[config.mk]
export PLATFORM = sky130hd
export DESIGN_NAME = column_flattener
export DESIGN_NICKNAME = d
export VERILOG_FILES = /design/src/color_pkg.sv /design/src/geometry_pkg.sv /design/src/column_flattener.sv /design/src/pixel_writer.sv /design/src/row_scanner.sv /design/src/column_capture.sv
export SDC_FILE = /design/constraint.sdc
export NUM_CORES = 1
export LEC_CHECK = 0
export BUFFER_PORTS_ARGS = -buffer_cell sky130_fd_sc_hd__buf_2
export CORE_UTILIZATION = 50
export CTS_CLUSTER_DIAMETER = 200
export DETAILED_ROUTE_END_ITERATION = 12
export GPL_TIMING_DRIVEN = 0
export PLACE_DENSITY_LB_ADDON = 0.2
export SLEW_MARGIN = 20
export SYNTH_ARGS = -nofsm -noshare
export SYNTH_HDL_FRONTEND = slang
export SYNTH_SLANG_ARGS = --single-unit
[constraint.sdc]
create_clock -name pixel_clk_in -period 6.9 [get_ports pixel_clk_in]
set_input_delay 1.38 -clock pixel_clk_in [delete_from_list [all_inputs] [get_ports pixel_clk_in]]
set_output_delay 1.38 -clock pixel_clk_in [all_outputs]
set_load 0.01 [all_outputs]
[src/color_pkg.sv]
package color_pkg;

    // 8 bit palette index into the frame buffer colour map
    typedef logic [7:0] color_t;

    // frame buffer pixel word
    // bit 8 is the shade bit, set for y side wall hits
    // bits 7..0 are the palette colour
    typedef logic [8:0] ray_pixel_t;

    // palette
    localparam color_t sky_color        = 8'h2a;   // sky blue
    localparam color_t ground_color     = 8'hdc;   // brown floor
    localparam color_t black_wall_color = 8'hff;
    localparam color_t green_wall_color = 8'h97;

    // map cell mapping for wall rows:
    //   0      -> sky, never shaded
    //   1      -> black wall
    //   2      -> green wall
    //   3..15  -> black wall (textured cells fall back to black)
    //
    // ceiling and floor rows ignore the map and are never shaded

endpackage

[src/geometry_pkg.sv]
package geometry_pkg;

    // visible frame, one pixel per row per column
    localparam int screen_width       = 320;
    localparam int screen_height      = 180;
    localparam int half_screen_height = screen_height / 2;   // horizon row

    // dda fifo word layout
    localparam int dda_word_width  = 38;
    localparam int hcount_msb      = 37;
    localparam int hcount_lsb      = 29;
    localparam int line_height_msb = 28;
    localparam int line_height_lsb = 21;
    localparam int wall_type_bit   = 20;   // 0 = x side hit, 1 = y side hit
    localparam int map_msb         = 19;
    localparam int map_lsb         = 16;
    // bits 15..0 hold wallx, unused here

    // one fifo word per screen column
    typedef logic [dda_word_width-1:0] dda_word_t;

    // column index, 0..319
    typedef logic [8:0] hcount_t;

    // row index, 0..179
    typedef logic [7:0] vcount_t;

    // projected wall height in rows, may exceed the screen
    typedef logic [7:0] line_height_t;

    // map cell value from the dda
    typedef logic [3:0] map_cell_t;

    // flat frame buffer address, h + v*320
    typedef logic [15:0] pixel_addr_t;

    // what a row of the current column shows
    typedef enum logic [1:0] {
        region_ceiling,   // above draw_start
        region_floor,     // at or below draw_end
        region_wall       // between the bounds
    } row_region_t;

endpackage
[src/column_flattener.sv]
`timescale 1ns/10ps

module column_flattener
    import geometry_pkg::*;
    import color_pkg::*;
(
    input  logic        pixel_clk_in,
    input  logic        rst_in,
    input  logic        dda_fifo_tvalid_in,
    input  dda_word_t   dda_fifo_tdata_in,
    input  logic        dda_fifo_tlast_in,
    input  logic [1:0]  fb_ready_to_switch_in,
    output logic        transformer_tready_out,
    output logic        pixel_valid_out,
    output pixel_addr_t ray_address_out,
    output ray_pixel_t  ray_pixel_out,
    output logic        ray_last_pixel_out
);

    // capture -> scanner
    logic        col_start;
    hcount_t     col_hcount;
    vcount_t     col_draw_start;
    vcount_t     col_draw_end;
    map_cell_t   col_map;
    logic        col_wall_type;
    logic        col_last;
    logic        col_done;   // scanner -> capture

    // scanner -> writer
    logic        row_valid;
    hcount_t     row_hcount;
    vcount_t     row_vcount;
    row_region_t row_region;
    map_cell_t   row_map;
    logic        row_wall_type;
    logic        row_last_row;

    column_capture capture0 (
        .pixel_clk_in           (pixel_clk_in),
        .rst_in                 (rst_in),
        .dda_fifo_tvalid_in     (dda_fifo_tvalid_in),
        .dda_fifo_tdata_in      (dda_fifo_tdata_in),
        .dda_fifo_tlast_in      (dda_fifo_tlast_in),
        .fb_ready_to_switch_in  (fb_ready_to_switch_in),
        .col_done               (col_done),
        .transformer_tready_out (transformer_tready_out),
        .col_start              (col_start),
        .col_hcount             (col_hcount),
        .col_draw_start         (col_draw_start),
        .col_draw_end           (col_draw_end),
        .col_map                (col_map),
        .col_wall_type          (col_wall_type),
        .col_last               (col_last)
    );

    row_scanner scanner0 (
        .pixel_clk_in   (pixel_clk_in),
        .rst_in         (rst_in),
        .col_start      (col_start),
        .col_hcount     (col_hcount),
        .col_draw_start (col_draw_start),
        .col_draw_end   (col_draw_end),
        .col_map        (col_map),
        .col_wall_type  (col_wall_type),
        .col_last       (col_last),
        .col_done       (col_done),
        .row_valid      (row_valid),
        .row_hcount     (row_hcount),
        .row_vcount     (row_vcount),
        .row_region     (row_region),
        .row_map        (row_map),
        .row_wall_type  (row_wall_type),
        .row_last_row   (row_last_row)
    );

    pixel_writer writer0 (
        .pixel_clk_in       (pixel_clk_in),
        .rst_in             (rst_in),
        .row_valid          (row_valid),
        .row_hcount         (row_hcount),
        .row_vcount         (row_vcount),
        .row_region         (row_region),
        .row_map            (row_map),
        .row_wall_type      (row_wall_type),
        .row_last_row       (row_last_row),
        .pixel_valid_out    (pixel_valid_out),
        .ray_address_out    (ray_address_out),
        .ray_pixel_out      (ray_pixel_out),
        .ray_last_pixel_out (ray_last_pixel_out)
    );

endmodule

[src/pixel_writer.sv]
`timescale 1ns/10ps

module pixel_writer
    import geometry_pkg::*;
    import color_pkg::*;
(
    input  logic        pixel_clk_in,
    input  logic        rst_in,
    input  logic        row_valid,
    input  hcount_t     row_hcount,
    input  vcount_t     row_vcount,
    input  row_region_t row_region,
    input  map_cell_t   row_map,
    input  logic        row_wall_type,
    input  logic        row_last_row,
    output logic        pixel_valid_out,      // no back-pressure, fb takes every strobe
    output pixel_addr_t ray_address_out,
    output ray_pixel_t  ray_pixel_out,
    output logic        ray_last_pixel_out
);

    color_t      color_next;
    logic        shade_next;
    pixel_addr_t addr_next;

    // palette and shading
    always_comb begin
        color_next = sky_color;
        shade_next = 1'b0;   // ceiling and floor stay unshaded
        case (row_region)
            region_ceiling: color_next = sky_color;
            region_floor:   color_next = ground_color;
            region_wall: begin
                shade_next = row_wall_type;   // y side hits darker
                case (row_map)
                    4'd0: begin
                        color_next = sky_color;   // empty cell, no shade
                        shade_next = 1'b0;
                    end
                    4'd1:    color_next = black_wall_color;
                    4'd2:    color_next = green_wall_color;
                    default: color_next = black_wall_color;   // old texture cells
                endcase
            end
            default: color_next = sky_color;
        endcase
    end

    // flat address, constant multiply by the row pitch
    assign addr_next = pixel_addr_t'(row_hcount)
                     + pixel_addr_t'(row_vcount) * pixel_addr_t'(screen_width);

    always_ff @(posedge pixel_clk_in) begin
        if (rst_in) begin
            pixel_valid_out    <= 1'b0;
            ray_last_pixel_out <= 1'b0;
        end else begin
            pixel_valid_out    <= row_valid;
            ray_last_pixel_out <= row_valid && row_last_row;
        end
    end

    always_ff @(posedge pixel_clk_in) begin
        if (row_valid) begin
            ray_address_out <= addr_next;
            ray_pixel_out   <= {shade_next, color_next};
        end
    end

    addr_in_frame: assert property (
        @(posedge pixel_clk_in) disable iff (rst_in)
        pixel_valid_out |-> (ray_address_out < pixel_addr_t'(screen_width * screen_height))
    );

endmodule

[src/row_scanner.sv]
`timescale 1ns/10ps

module row_scanner import geometry_pkg::*; (
    input  logic        pixel_clk_in,
    input  logic        rst_in,
    input  logic        col_start,
    input  hcount_t     col_hcount,
    input  vcount_t     col_draw_start,
    input  vcount_t     col_draw_end,
    input  map_cell_t   col_map,
    input  logic        col_wall_type,
    input  logic        col_last,
    output logic        col_done,       // high with row 179
    output logic        row_valid,
    output hcount_t     row_hcount,
    output vcount_t     row_vcount,
    output row_region_t row_region,
    output map_cell_t   row_map,
    output logic        row_wall_type,
    output logic        row_last_row    // row 179 of the frame's last column
);

    logic    active;      // walking a column
    vcount_t row_cnt;
    logic    final_row;

    // local copy of the column, capture side may reload after col_done
    hcount_t   scan_hcount;
    vcount_t   scan_draw_start;
    vcount_t   scan_draw_end;
    map_cell_t scan_map;
    logic      scan_wall_type;
    logic      scan_last;

    assign final_row = (row_cnt == vcount_t'(screen_height - 1));

    // row counter, one row per cycle with no gaps
    always_ff @(posedge pixel_clk_in) begin
        if (rst_in) begin
            active  <= 1'b0;
            row_cnt <= '0;
        end else if (col_start) begin
            active  <= 1'b1;
            row_cnt <= '0;
        end else if (active) begin
            if (final_row) begin
                active  <= 1'b0;   // column finished
                row_cnt <= '0;
            end else begin
                row_cnt <= row_cnt + 1'b1;
            end
        end
    end

    always_ff @(posedge pixel_clk_in) begin
        if (col_start) begin
            scan_hcount     <= col_hcount;
            scan_draw_start <= col_draw_start;
            scan_draw_end   <= col_draw_end;
            scan_map        <= col_map;
            scan_wall_type  <= col_wall_type;
            scan_last       <= col_last;
        end
    end

    // classify the current row against the column bounds
    always_comb begin
        if (row_cnt < scan_draw_start) begin
            row_region = region_ceiling;
        end else if (row_cnt >= scan_draw_end) begin
            row_region = region_floor;
        end else begin
            row_region = region_wall;
        end
    end

    assign row_valid     = active;
    assign row_vcount    = row_cnt;
    assign row_hcount    = scan_hcount;
    assign row_map       = scan_map;
    assign row_wall_type = scan_wall_type;
    assign col_done      = active && final_row;
    assign row_last_row  = active && final_row && scan_last;

    // the counter wraps before leaving the screen
    row_in_screen: assert property (
        @(posedge pixel_clk_in) disable iff (rst_in)
        row_valid |-> (row_vcount < vcount_t'(screen_height))
    );

endmodule

[src/column_capture.sv]
`timescale 1ns/10ps

module column_capture import geometry_pkg::*; (
    input  logic       pixel_clk_in,
    input  logic       rst_in,
    input  logic       dda_fifo_tvalid_in,
    input  dda_word_t  dda_fifo_tdata_in,
    input  logic       dda_fifo_tlast_in,
    input  logic [1:0] fb_ready_to_switch_in,   // one bit per frame buffer
    input  logic       col_done,                // scanner on its final row
    output logic       transformer_tready_out,
    output logic       col_start,               // one cycle, fields valid with it
    output hcount_t    col_hcount,
    output vcount_t    col_draw_start,
    output vcount_t    col_draw_end,
    output map_cell_t  col_map,
    output logic       col_wall_type,
    output logic       col_last
);

    typedef enum logic [1:0] {
        capture_wait_column,   // ready high, waiting for a fifo word
        capture_busy,          // column handed to scanner
        capture_wait_frame     // frame done, waiting for both buffers
    } capture_state_t;

    capture_state_t state;

    logic         accept;          // fifo handshake this edge
    logic         fb_both_ready;
    line_height_t line_height;
    vcount_t      half_height;
    vcount_t      draw_start_next;
    vcount_t      draw_end_next;

    assign accept        = dda_fifo_tvalid_in && transformer_tready_out;
    assign fb_both_ready = &fb_ready_to_switch_in;

    assign line_height = dda_fifo_tdata_in[line_height_msb:line_height_lsb];
    assign half_height = line_height >> 1;

    // clamp bounds to the screen, tall walls cover every row
    always_comb begin
        if (half_height >= vcount_t'(half_screen_height)) begin
            draw_start_next = '0;
            draw_end_next   = vcount_t'(screen_height);
        end else begin
            draw_start_next = vcount_t'(half_screen_height) - half_height;
            draw_end_next   = vcount_t'(half_screen_height) + half_height;   // max 179
        end
    end

    // control
    always_ff @(posedge pixel_clk_in) begin
        if (rst_in) begin
            state                  <= capture_wait_column;
            transformer_tready_out <= 1'b1;
            col_start              <= 1'b0;
        end else begin
            col_start <= accept;   // strobe one cycle after the handshake
            case (state)
                capture_wait_column: begin
                    if (accept) begin
                        transformer_tready_out <= 1'b0;
                        state                  <= capture_busy;
                    end
                end
                capture_busy: begin
                    if (col_done) begin
                        if (!col_last || fb_both_ready) begin
                            transformer_tready_out <= 1'b1;   // next column right away
                            state                  <= capture_wait_column;
                        end else begin
                            state <= capture_wait_frame;   // hold off until buffers swap
                        end
                    end
                end
                capture_wait_frame: begin
                    if (fb_both_ready) begin
                        transformer_tready_out <= 1'b1;
                        state                  <= capture_wait_column;
                    end
                end
                default: begin
                    transformer_tready_out <= 1'b1;
                    state                  <= capture_wait_column;
                end
            endcase
        end
    end

    // column fields, held until the next accepted word
    always_ff @(posedge pixel_clk_in) begin
        if (accept) begin
            col_hcount     <= dda_fifo_tdata_in[hcount_msb:hcount_lsb];
            col_draw_start <= draw_start_next;
            col_draw_end   <= draw_end_next;
            col_map        <= dda_fifo_tdata_in[map_msb:map_lsb];
            col_wall_type  <= dda_fifo_tdata_in[wall_type_bit];
            col_last       <= dda_fifo_tlast_in;   // last column of the frame
        end
    end

    // no new word may be taken while a column is being scanned
    ready_low_while_busy: assert property (
        @(posedge pixel_clk_in) disable iff (rst_in)
        (state == capture_busy) |-> !transformer_tready_out
    );

endmodule

==> results of run 1 <==
sequential cells by signal, indices dropped and copies added, names as in the netlist:
signal	flops
scanner0.scan_last	1
scanner0.row_map	4
capture0.col_wall_type	1
capture0.transformer_tready_out	1
scanner0.row_hcount	9
writer0.ray_address_out	16
scanner0.row_vcount	8
scanner0.row_valid	1
capture0.col_hcount	9
capture0.col_draw_start	7
capture0.col_start	1
capture0.col_draw_end	8
writer0.ray_last_pixel_out	1
capture0.state	2
scanner0.scan_draw_start	7
writer0.ray_pixel_out	7
scanner0.scan_draw_end	8
capture0.col_map	4
writer0.pixel_valid_out	1
scanner0.row_wall_type	1
capture0.col_last	1
logic make-up after synthesis:
| family | after synthesis | synth area share, % |
|---|---|---|
| flops | 98 | 63.5 |
| simple gates | 80 | 9.47 |
| compound gates | 49 | 7.68 |
| fa+ha+maj | 38 | 11.2 |
| buf+inv | 35 | 3.19 |
| xor+xnor | 24 | 4.78 |
| mux | 1 | 0.228 |
routing by layer:
metal  part of all wire [%]  wire length [um]  vias to the layer above
li1                       -                 -                     1304
met1                     43              2710                     1190
met2                     52              3300                       47
met3                    3.4               213                        8
met4                    1.9               119                        0
met5                      0                 0                        -
through the flow:
step	hold slack, ns	total power, mW	instance area (um^2)
floorplan	0.400	0.743	4400
global placement	0.401	0.768	4790
detailed placement	0.405	0.771	4800
CTS	0.420	1.13	4990
global route	0.422	1.17	4990
finish	0.416	1.12	4990
final timing paths:
path                                                end  cells past startpoint                              startpoint  slack [ns]
setup / recovery  writer0.ray_address_out[15]$_DFFE_PP_                      7     scanner0.row_vcount[3]$_SDFFE_PP0P_        4.20
hold / removal      scanner0.scan_draw_end[6]$_DFFE_PP_                      0  capture0.col_draw_end[6]$_SDFFCE_PP0P_        0.42
setup reg to reg  writer0.ray_address_out[15]$_DFFE_PP_                      7     scanner0.row_vcount[3]$_SDFFE_PP0P_        4.20
hold reg to reg     scanner0.scan_draw_end[6]$_DFFE_PP_                      0  capture0.col_draw_end[6]$_SDFFCE_PP0P_        0.42
cells in the final DEF, fill, tap and decap left out, types with 2 or more instances in the layout:
master	synthesis	layout
fa_1	2	2
nor2b_1	6	6
ha_1	36	36
clkbuf_1	3	3
nor3_1	9	9
a211o_1	2	2
edfxtp_1	83	83
a211oi_1	2	2
and4_1	2	2
inv_1	29	29
nand2b_1	5	5
o2111ai_1	2	2
xor2_1	9	9
a21oi_1	13	13
nand3_1	5	5
o21ai_0	7	7
and2_1	3	2
nor2_1	31	31
o21a_1	4	4
dfxtp_1	15	14
buf_4	2	2
xnor2_1	15	15
a21o_1	7	7
and3b_1	2	2
o211ai_1	2	2
clkinvlp_4	0	2
inv_6	0	2
nand4_1	3	3
clkbuf_8	0	9
buf_2	1	54
nand2_1	8	8
cell type report:
type                       count  area share [%]
multi-input combinational    192            29.4
inverter                      29            2.18
buffer                         6           0.626
tap                          105            2.63
timing repair buffer          53            5.31
clock inverter                 6            1.48
sequential                    98            55.9
clock buffer                   9            2.48
power by group through the flow:
stage               Sequential (mW)  Combinational (mW)  Clock, mW
floorplan                     0.707              0.0361          0
global route                  0.698              0.0724      0.399
global placement              0.707              0.0613          0
CTS                           0.694              0.0637      0.375
detailed placement            0.708              0.0635          0
finish                        0.694              0.0628      0.367
==> impl_results.md, run 1 <==
- Status: completed
- Initial antenna violation count: 0
- Hpwl dp: 4670 um
- Period minus WS final: 2.70 ns
- Final setup fails: 0
- Max Cap Violations: 0
- Post-Place Worst Slack: approximately 3.9 ns
- Standard-cell rows: 33
- Antenna cells: 0
- Clock Tree Buf Depth: 2
- Syn Nets: between 400 and 500
- Period Utilization, post-route: 39.2%
- Port bufs: 53
- Startpoint types: register
- Number of synthesized flops with an enable pin: 83
- Max-slew violation count: 0
- Final Skew: 0.0159 ns
- Clock Power Share: around a third
- Routed vias/inst: around 5
- Setup Fix Bufs, Post-CTS: 0
- Sw Ratio: between 20 and 25%
- Hold_buf cts: 0
- Final #Nets: 471
- Number of global-route vias before repair: 2391
- HP Class: register to register
- Peak supply drop: 0.000129 V
- Worst-margin pin slew: between 1 and 1.5 ns
- TNS Setup: 0 ns
- Largest net degree at the start of global routing: 35
- Yosys warnings: 0
- Die area: roughly 0.0092 mm^2
- Slowest CP cell: dfxtp_1
- Worst EP required: approximately 7 ns
- Worst-path clk slew: 0.10 ns
- Initial detailed-routing violation count: 57
- Most common cell in the netlist: edfxtp_1
- Global route overflow: 0
- Cell variety after synth: 45
- Ys flop type: edfxtp_1
- CP Buf/Inv Count: 0
- Register area: between 0.002 and 0.003 mm^2
- DR WL/cell: between 10 and 15 um
- Cell family with most CP delay: adder cells
- Final core occ: about three fifths
- Final Hold Viols: 0
- Sequential element share of the synthesized area: 63.5%
- Syn_area_per_cell: about 14 um^2
- Met2 Usage GRT: 27.1%
- CTS Buf Count: 9
- GPL Wtd Cong: slightly below 0.8
- Critical path class: register to register
- Top Ports: 72
- Area of the multi-input gates: 0.00147 mm^2
- CTS sink count: between 90 and 100
- Grt met1 use: approximately 18%
- CP arrival: 2.81 ns
- Synth top cells by count: edfxtp_1 (83), ha_1 (36), nor2_1 (31)
- H-tree levels: 3
- Unrepaired setup endpoints after global routing: false
- Post-CTS Resized: 0
- Die Height: 95.8 um
- Slew headroom: about a third
- DRT Wirelength: 6340 um
- Clock tree root driver cell: clkbuf_8
- Placed cells: 483
- Fill cells: 691
- Initial core utilization: 52.5%
- CP Capture Type: register
- Via count: roughly 2.5k
- Sequential Power Share: 61.7%
- Comb pwr share: ~5.6%
- CP most frequent cell: ha_1
- GRT Total Usage: 15.3%
- Post-route setup slack: 4.20 ns
- Die width: 95.8 um
- First-pass GRT wire length: approximately 10000 um
- Drt drc: 0
- Synthesized flop and latch total: 98
- CTS tree: yes
- Pre-antenna DRT Iters: 4
- Final cell count without fillers: 498
- Async set or reset register ratio after synthesis: 0%
- Post-synthesis cell count: 325
- Pwr dens: 225 mW/mm^2
- Post-route ant nets: 0
- P_leak: 2.09 nW
- M3 GR Usage: 2.53%
- CP max FO: 8
- Area leader, netlist: edfxtp_1
- Top cell type's share of synthesized area: 56.7%
- Cell Int Power: 876 uW
- CP cell instances: ha_1 -> ha_1 -> fa_1 -> xor2_1 -> nor3b_1 -> nand4_2 -> xnor2_1
- Top post-synthesis cells by area: edfxtp_1 (57%), ha_1 (10%), dfxtp_1 (6.8%), xnor2_1 (3.0%), nor2_1 (2.6%)
- FMAX: roughly 370 MHz
- Switching power: 248 uW
- Worst-Skew Late Latency: approximately 0.36 ns
- Core Area: between 0.008 and 0.009 mm^2
- Crit-path max cell delay: around 0.55 ns
- Post-Synthesis Cell Area: ~0.0044 mm^2
- Grt peak-use layer: met2
- Layout cells sized above 1: 20.1%
- Area grow syn2layout: 13.6%
No activity file was read; power rests on OpenSTA's default activity.
==> run 2: changes to the inputs <==
Clock period 6.9 ns to 2.6 ns, I/O delays scaled along.
==> impl_results.md, run 2 (synthesis gave the netlist of run 1 again) <==
- FF-to-FF path depth: 7 (unchanged)
- CTS tree: yes
- Fill cells: 687 (-0.58%)
- Largest reg by FF count: writer0.ray_address_out
- Area post-placement: 0.00480 mm^2 (unchanged)
- Max Cap Violations: 0 (unchanged)
- Post-CTS Resized: 3 (+3)
- First-pass GRT wire length: 10500 um (+0.26%)
- Post-route design area: 0.00503 mm^2 (+0.68%)
- CP Capture Type: register
- DR WL/cell: 13.0 um (+2.0%)
- Largest net degree at the start of global routing: 35 (unchanged)
- Clock Power Share: 32.7% (about the same)
- Die width: 95.8 um (unchanged)
- Peak supply drop: 0.000343 V (+170%)
- Initial detailed-routing violation count: 64 (+12%)
- GPL Wtd Cong: 0.773 (unchanged)
- Layout cells sized above 1: 21.9% (+1.8 points)
- Final #Nets: 471 (unchanged)
- HP Class: input pin to register
- Commonest non-fill, non-tap cells in the layout: edfxtp_1 (83), buf_2 (54), ha_1 (36)
- Final cell count without fillers: 498 (unchanged)
- Status: completed
- Final core occ: 60.0% (+0.40 points)
- Commonest non-fill, non-tap cell in the layout: edfxtp_1
- Period minus WS final: 2.48 ns (-0.226 ns)
- Worst EP required: 2.70 ns (-4.30 ns)
- Placed cells: 483 (unchanged)
- Register area: 0.00280 mm^2 (+0.31%)
- WHS Endpoint: capture0.col_hcount[0]$_DFFE_PP_
- Standard-cell rows: 33 (unchanged)
- Worst r2r src: scanner0.row_vcount[5]$_SDFFE_PP0P_
- Cell Int Power: 2.32 mW (+170%)
- Initial core utilization: 52.5% (unchanged)
- Clock tree root driver cell: clkbuf_8
- Setup Fix Bufs, Post-CTS: 0 (unchanged)
- Worst-path clk slew: 0.10 ns (about the same)
- Number of global-route vias before repair: 2396 (+0.21%)
- CTS sink count: 98 (unchanged)
- Final Hold Viols: 0 (unchanged)
- CTS Buf Count: 9 (unchanged)
- Final Skew: 0.0158 ns (-0.0000863 ns)
- Area of the multi-input gates: 0.00149 mm^2 (+1.7%)
- Area grow syn2layout: 14.3%
- Max-slew violation count: 0 (unchanged)
- CP arrival: 2.58 ns (-0.23 ns)
- Hold path depth: 1 (+1)
- Pre-antenna DRT Iters: 4 (unchanged)
- Comb pwr share: 5.6% (about the same)
- Hold_buf cts: 0 (unchanged)
- R2r endpoint: writer0.ray_address_out[15]$_DFFE_PP_
- FMAX: 403 MHz (+9.1%)
- Slew headroom: 31.8% (-0.16 points)
- Top Ports: 72 (unchanged)
- Worst-margin pin slew: 1.02 ns (+0.00244 ns)
- CP max FO: 7 (-1)
- R2R setup slack: 0.12 ns (-4.07 ns)
- Clock Tree Buf Depth: 2 (unchanged)
- Startpoint types: register
- DRT Wirelength: 6470 um (+2.0%)
- Via count: 2558 (+0.35%)
- Post-route ant nets: 0 (unchanged)
- Antenna cells: 0 (unchanged)
- Final setup fails: 0 (unchanged)
- Drt drc: 0 (unchanged)
- Tot Pwr: 2.98 mW (+170%)
- Sequential Power Share: 61.7% (about the same)
- Period Utilization, post-route: 95.3% (+56 points)
- Core Area: 0.00838 mm^2 (unchanged)
- Routed vias/inst: 5.14 (+0.35%)
- Port bufs: 53 (unchanged)
- H-tree levels: 3 (unchanged)
- P_leak: 2.09 nW (about the same)
- Worst-Skew Late Latency: 0.36 ns (about the same)
- Switching power: 659 uW (+170%)
- Hold_sp: dda_fifo_tdata_in[29]
- Max FFs per register: 16 (unchanged)
- Die Height: 95.8 um (unchanged)
- Die area: 0.00917 mm^2 (unchanged)
- Global route overflow: 0 (unchanged)
- GRT Total Usage: 15.3% (+0.049 points)
- Initial antenna violation count: 0 (unchanged)
- Critical path class: register to register
- Pwr dens: 593 mW/mm^2 (+160%)
- Sw Ratio: 22.1% (+0.065 points)
- Hpwl dp: 4670 um (unchanged)
run 2: power by group through the flow:
stage	Sequential, mW	Combinational, mW	Clock, mW
final	1.84	0.167	0.975
after global placement	1.88	0.163	0
after global routing	1.85	0.192	1.06
after detailed placement	1.88	0.168	0
after CTS	1.84	0.169	0.994
after floorplan	1.87	0.0958	0
run 2: how the worst max path moves through the flow:
| stage | startpoint | endpoint | cells after the start |
|---|---|---|---|
| CTS | scanner0.row_vcount[2]$_SDFFE_PP0P_ | writer0.ray_address_out[14]$_DFFE_PP_ | 7 |
| detailed placement | scanner0.row_vcount[3]$_SDFFE_PP0P_ | writer0.ray_address_out[14]$_DFFE_PP_ | 8 |
| floorplan | scanner0.row_vcount[3]$_SDFFE_PP0P_ | writer0.ray_address_out[15]$_DFFE_PP_ | 8 |
| global route | scanner0.row_vcount[4]$_SDFFE_PP0P_ | writer0.ray_address_out[15]$_DFFE_PP_ | 7 |
| global placement | scanner0.row_vcount[3]$_SDFFE_PP0P_ | writer0.ray_address_out[15]$_DFFE_PP_ | 7 |
| finish | scanner0.row_vcount[5]$_SDFFE_PP0P_ | writer0.ray_address_out[15]$_DFFE_PP_ | 7 |
run 2: final cells by class:
class	instances	share of cell area, %
flip-flops and latches	98	55.7
well taps	105	2.61
multi-input cells	192	29.7
clock buffers	9	2.46
inverters	29	2.16
clock inverters	6	1.47
repair buffers	53	5.27
plain buffers	6	0.622
run 2: metrics by stage:
step                      worst slack [ns]  hold slack [ns]  TNS [ns]
after floorplan                      0.156            0.400         0
after global placement             -0.0908            0.401    -0.202
after detailed placement            -0.127            0.405    -0.316
after CTS                          0.00954            0.316         0
after global routing              -0.00995            0.308  -0.00995
final                                0.122            0.327         0
run 2: worst max-delay path, cell delays in order, from the launching register on:
cell and delay [ns]:
dfxtp_1 0.55, ha_1 0.31, ha_1 0.38, o21ai_1 0.12
or4b_4 0.50, o2111ai_2 0.12, nand4_2 0.11, xnor2_1 0.14
run 2: metal layers:
metal / vias to the layer above / part of all wire [%] / global-route usage [%]
met5: - / 0 / 0
met4: 0 / 1.8 / 7.96
met3: 8 / 3.6 / 2.53
met2: 52 / 52 / 27.4
met1: 1197 / 43 / 17.6
li1: 1301 / - / -
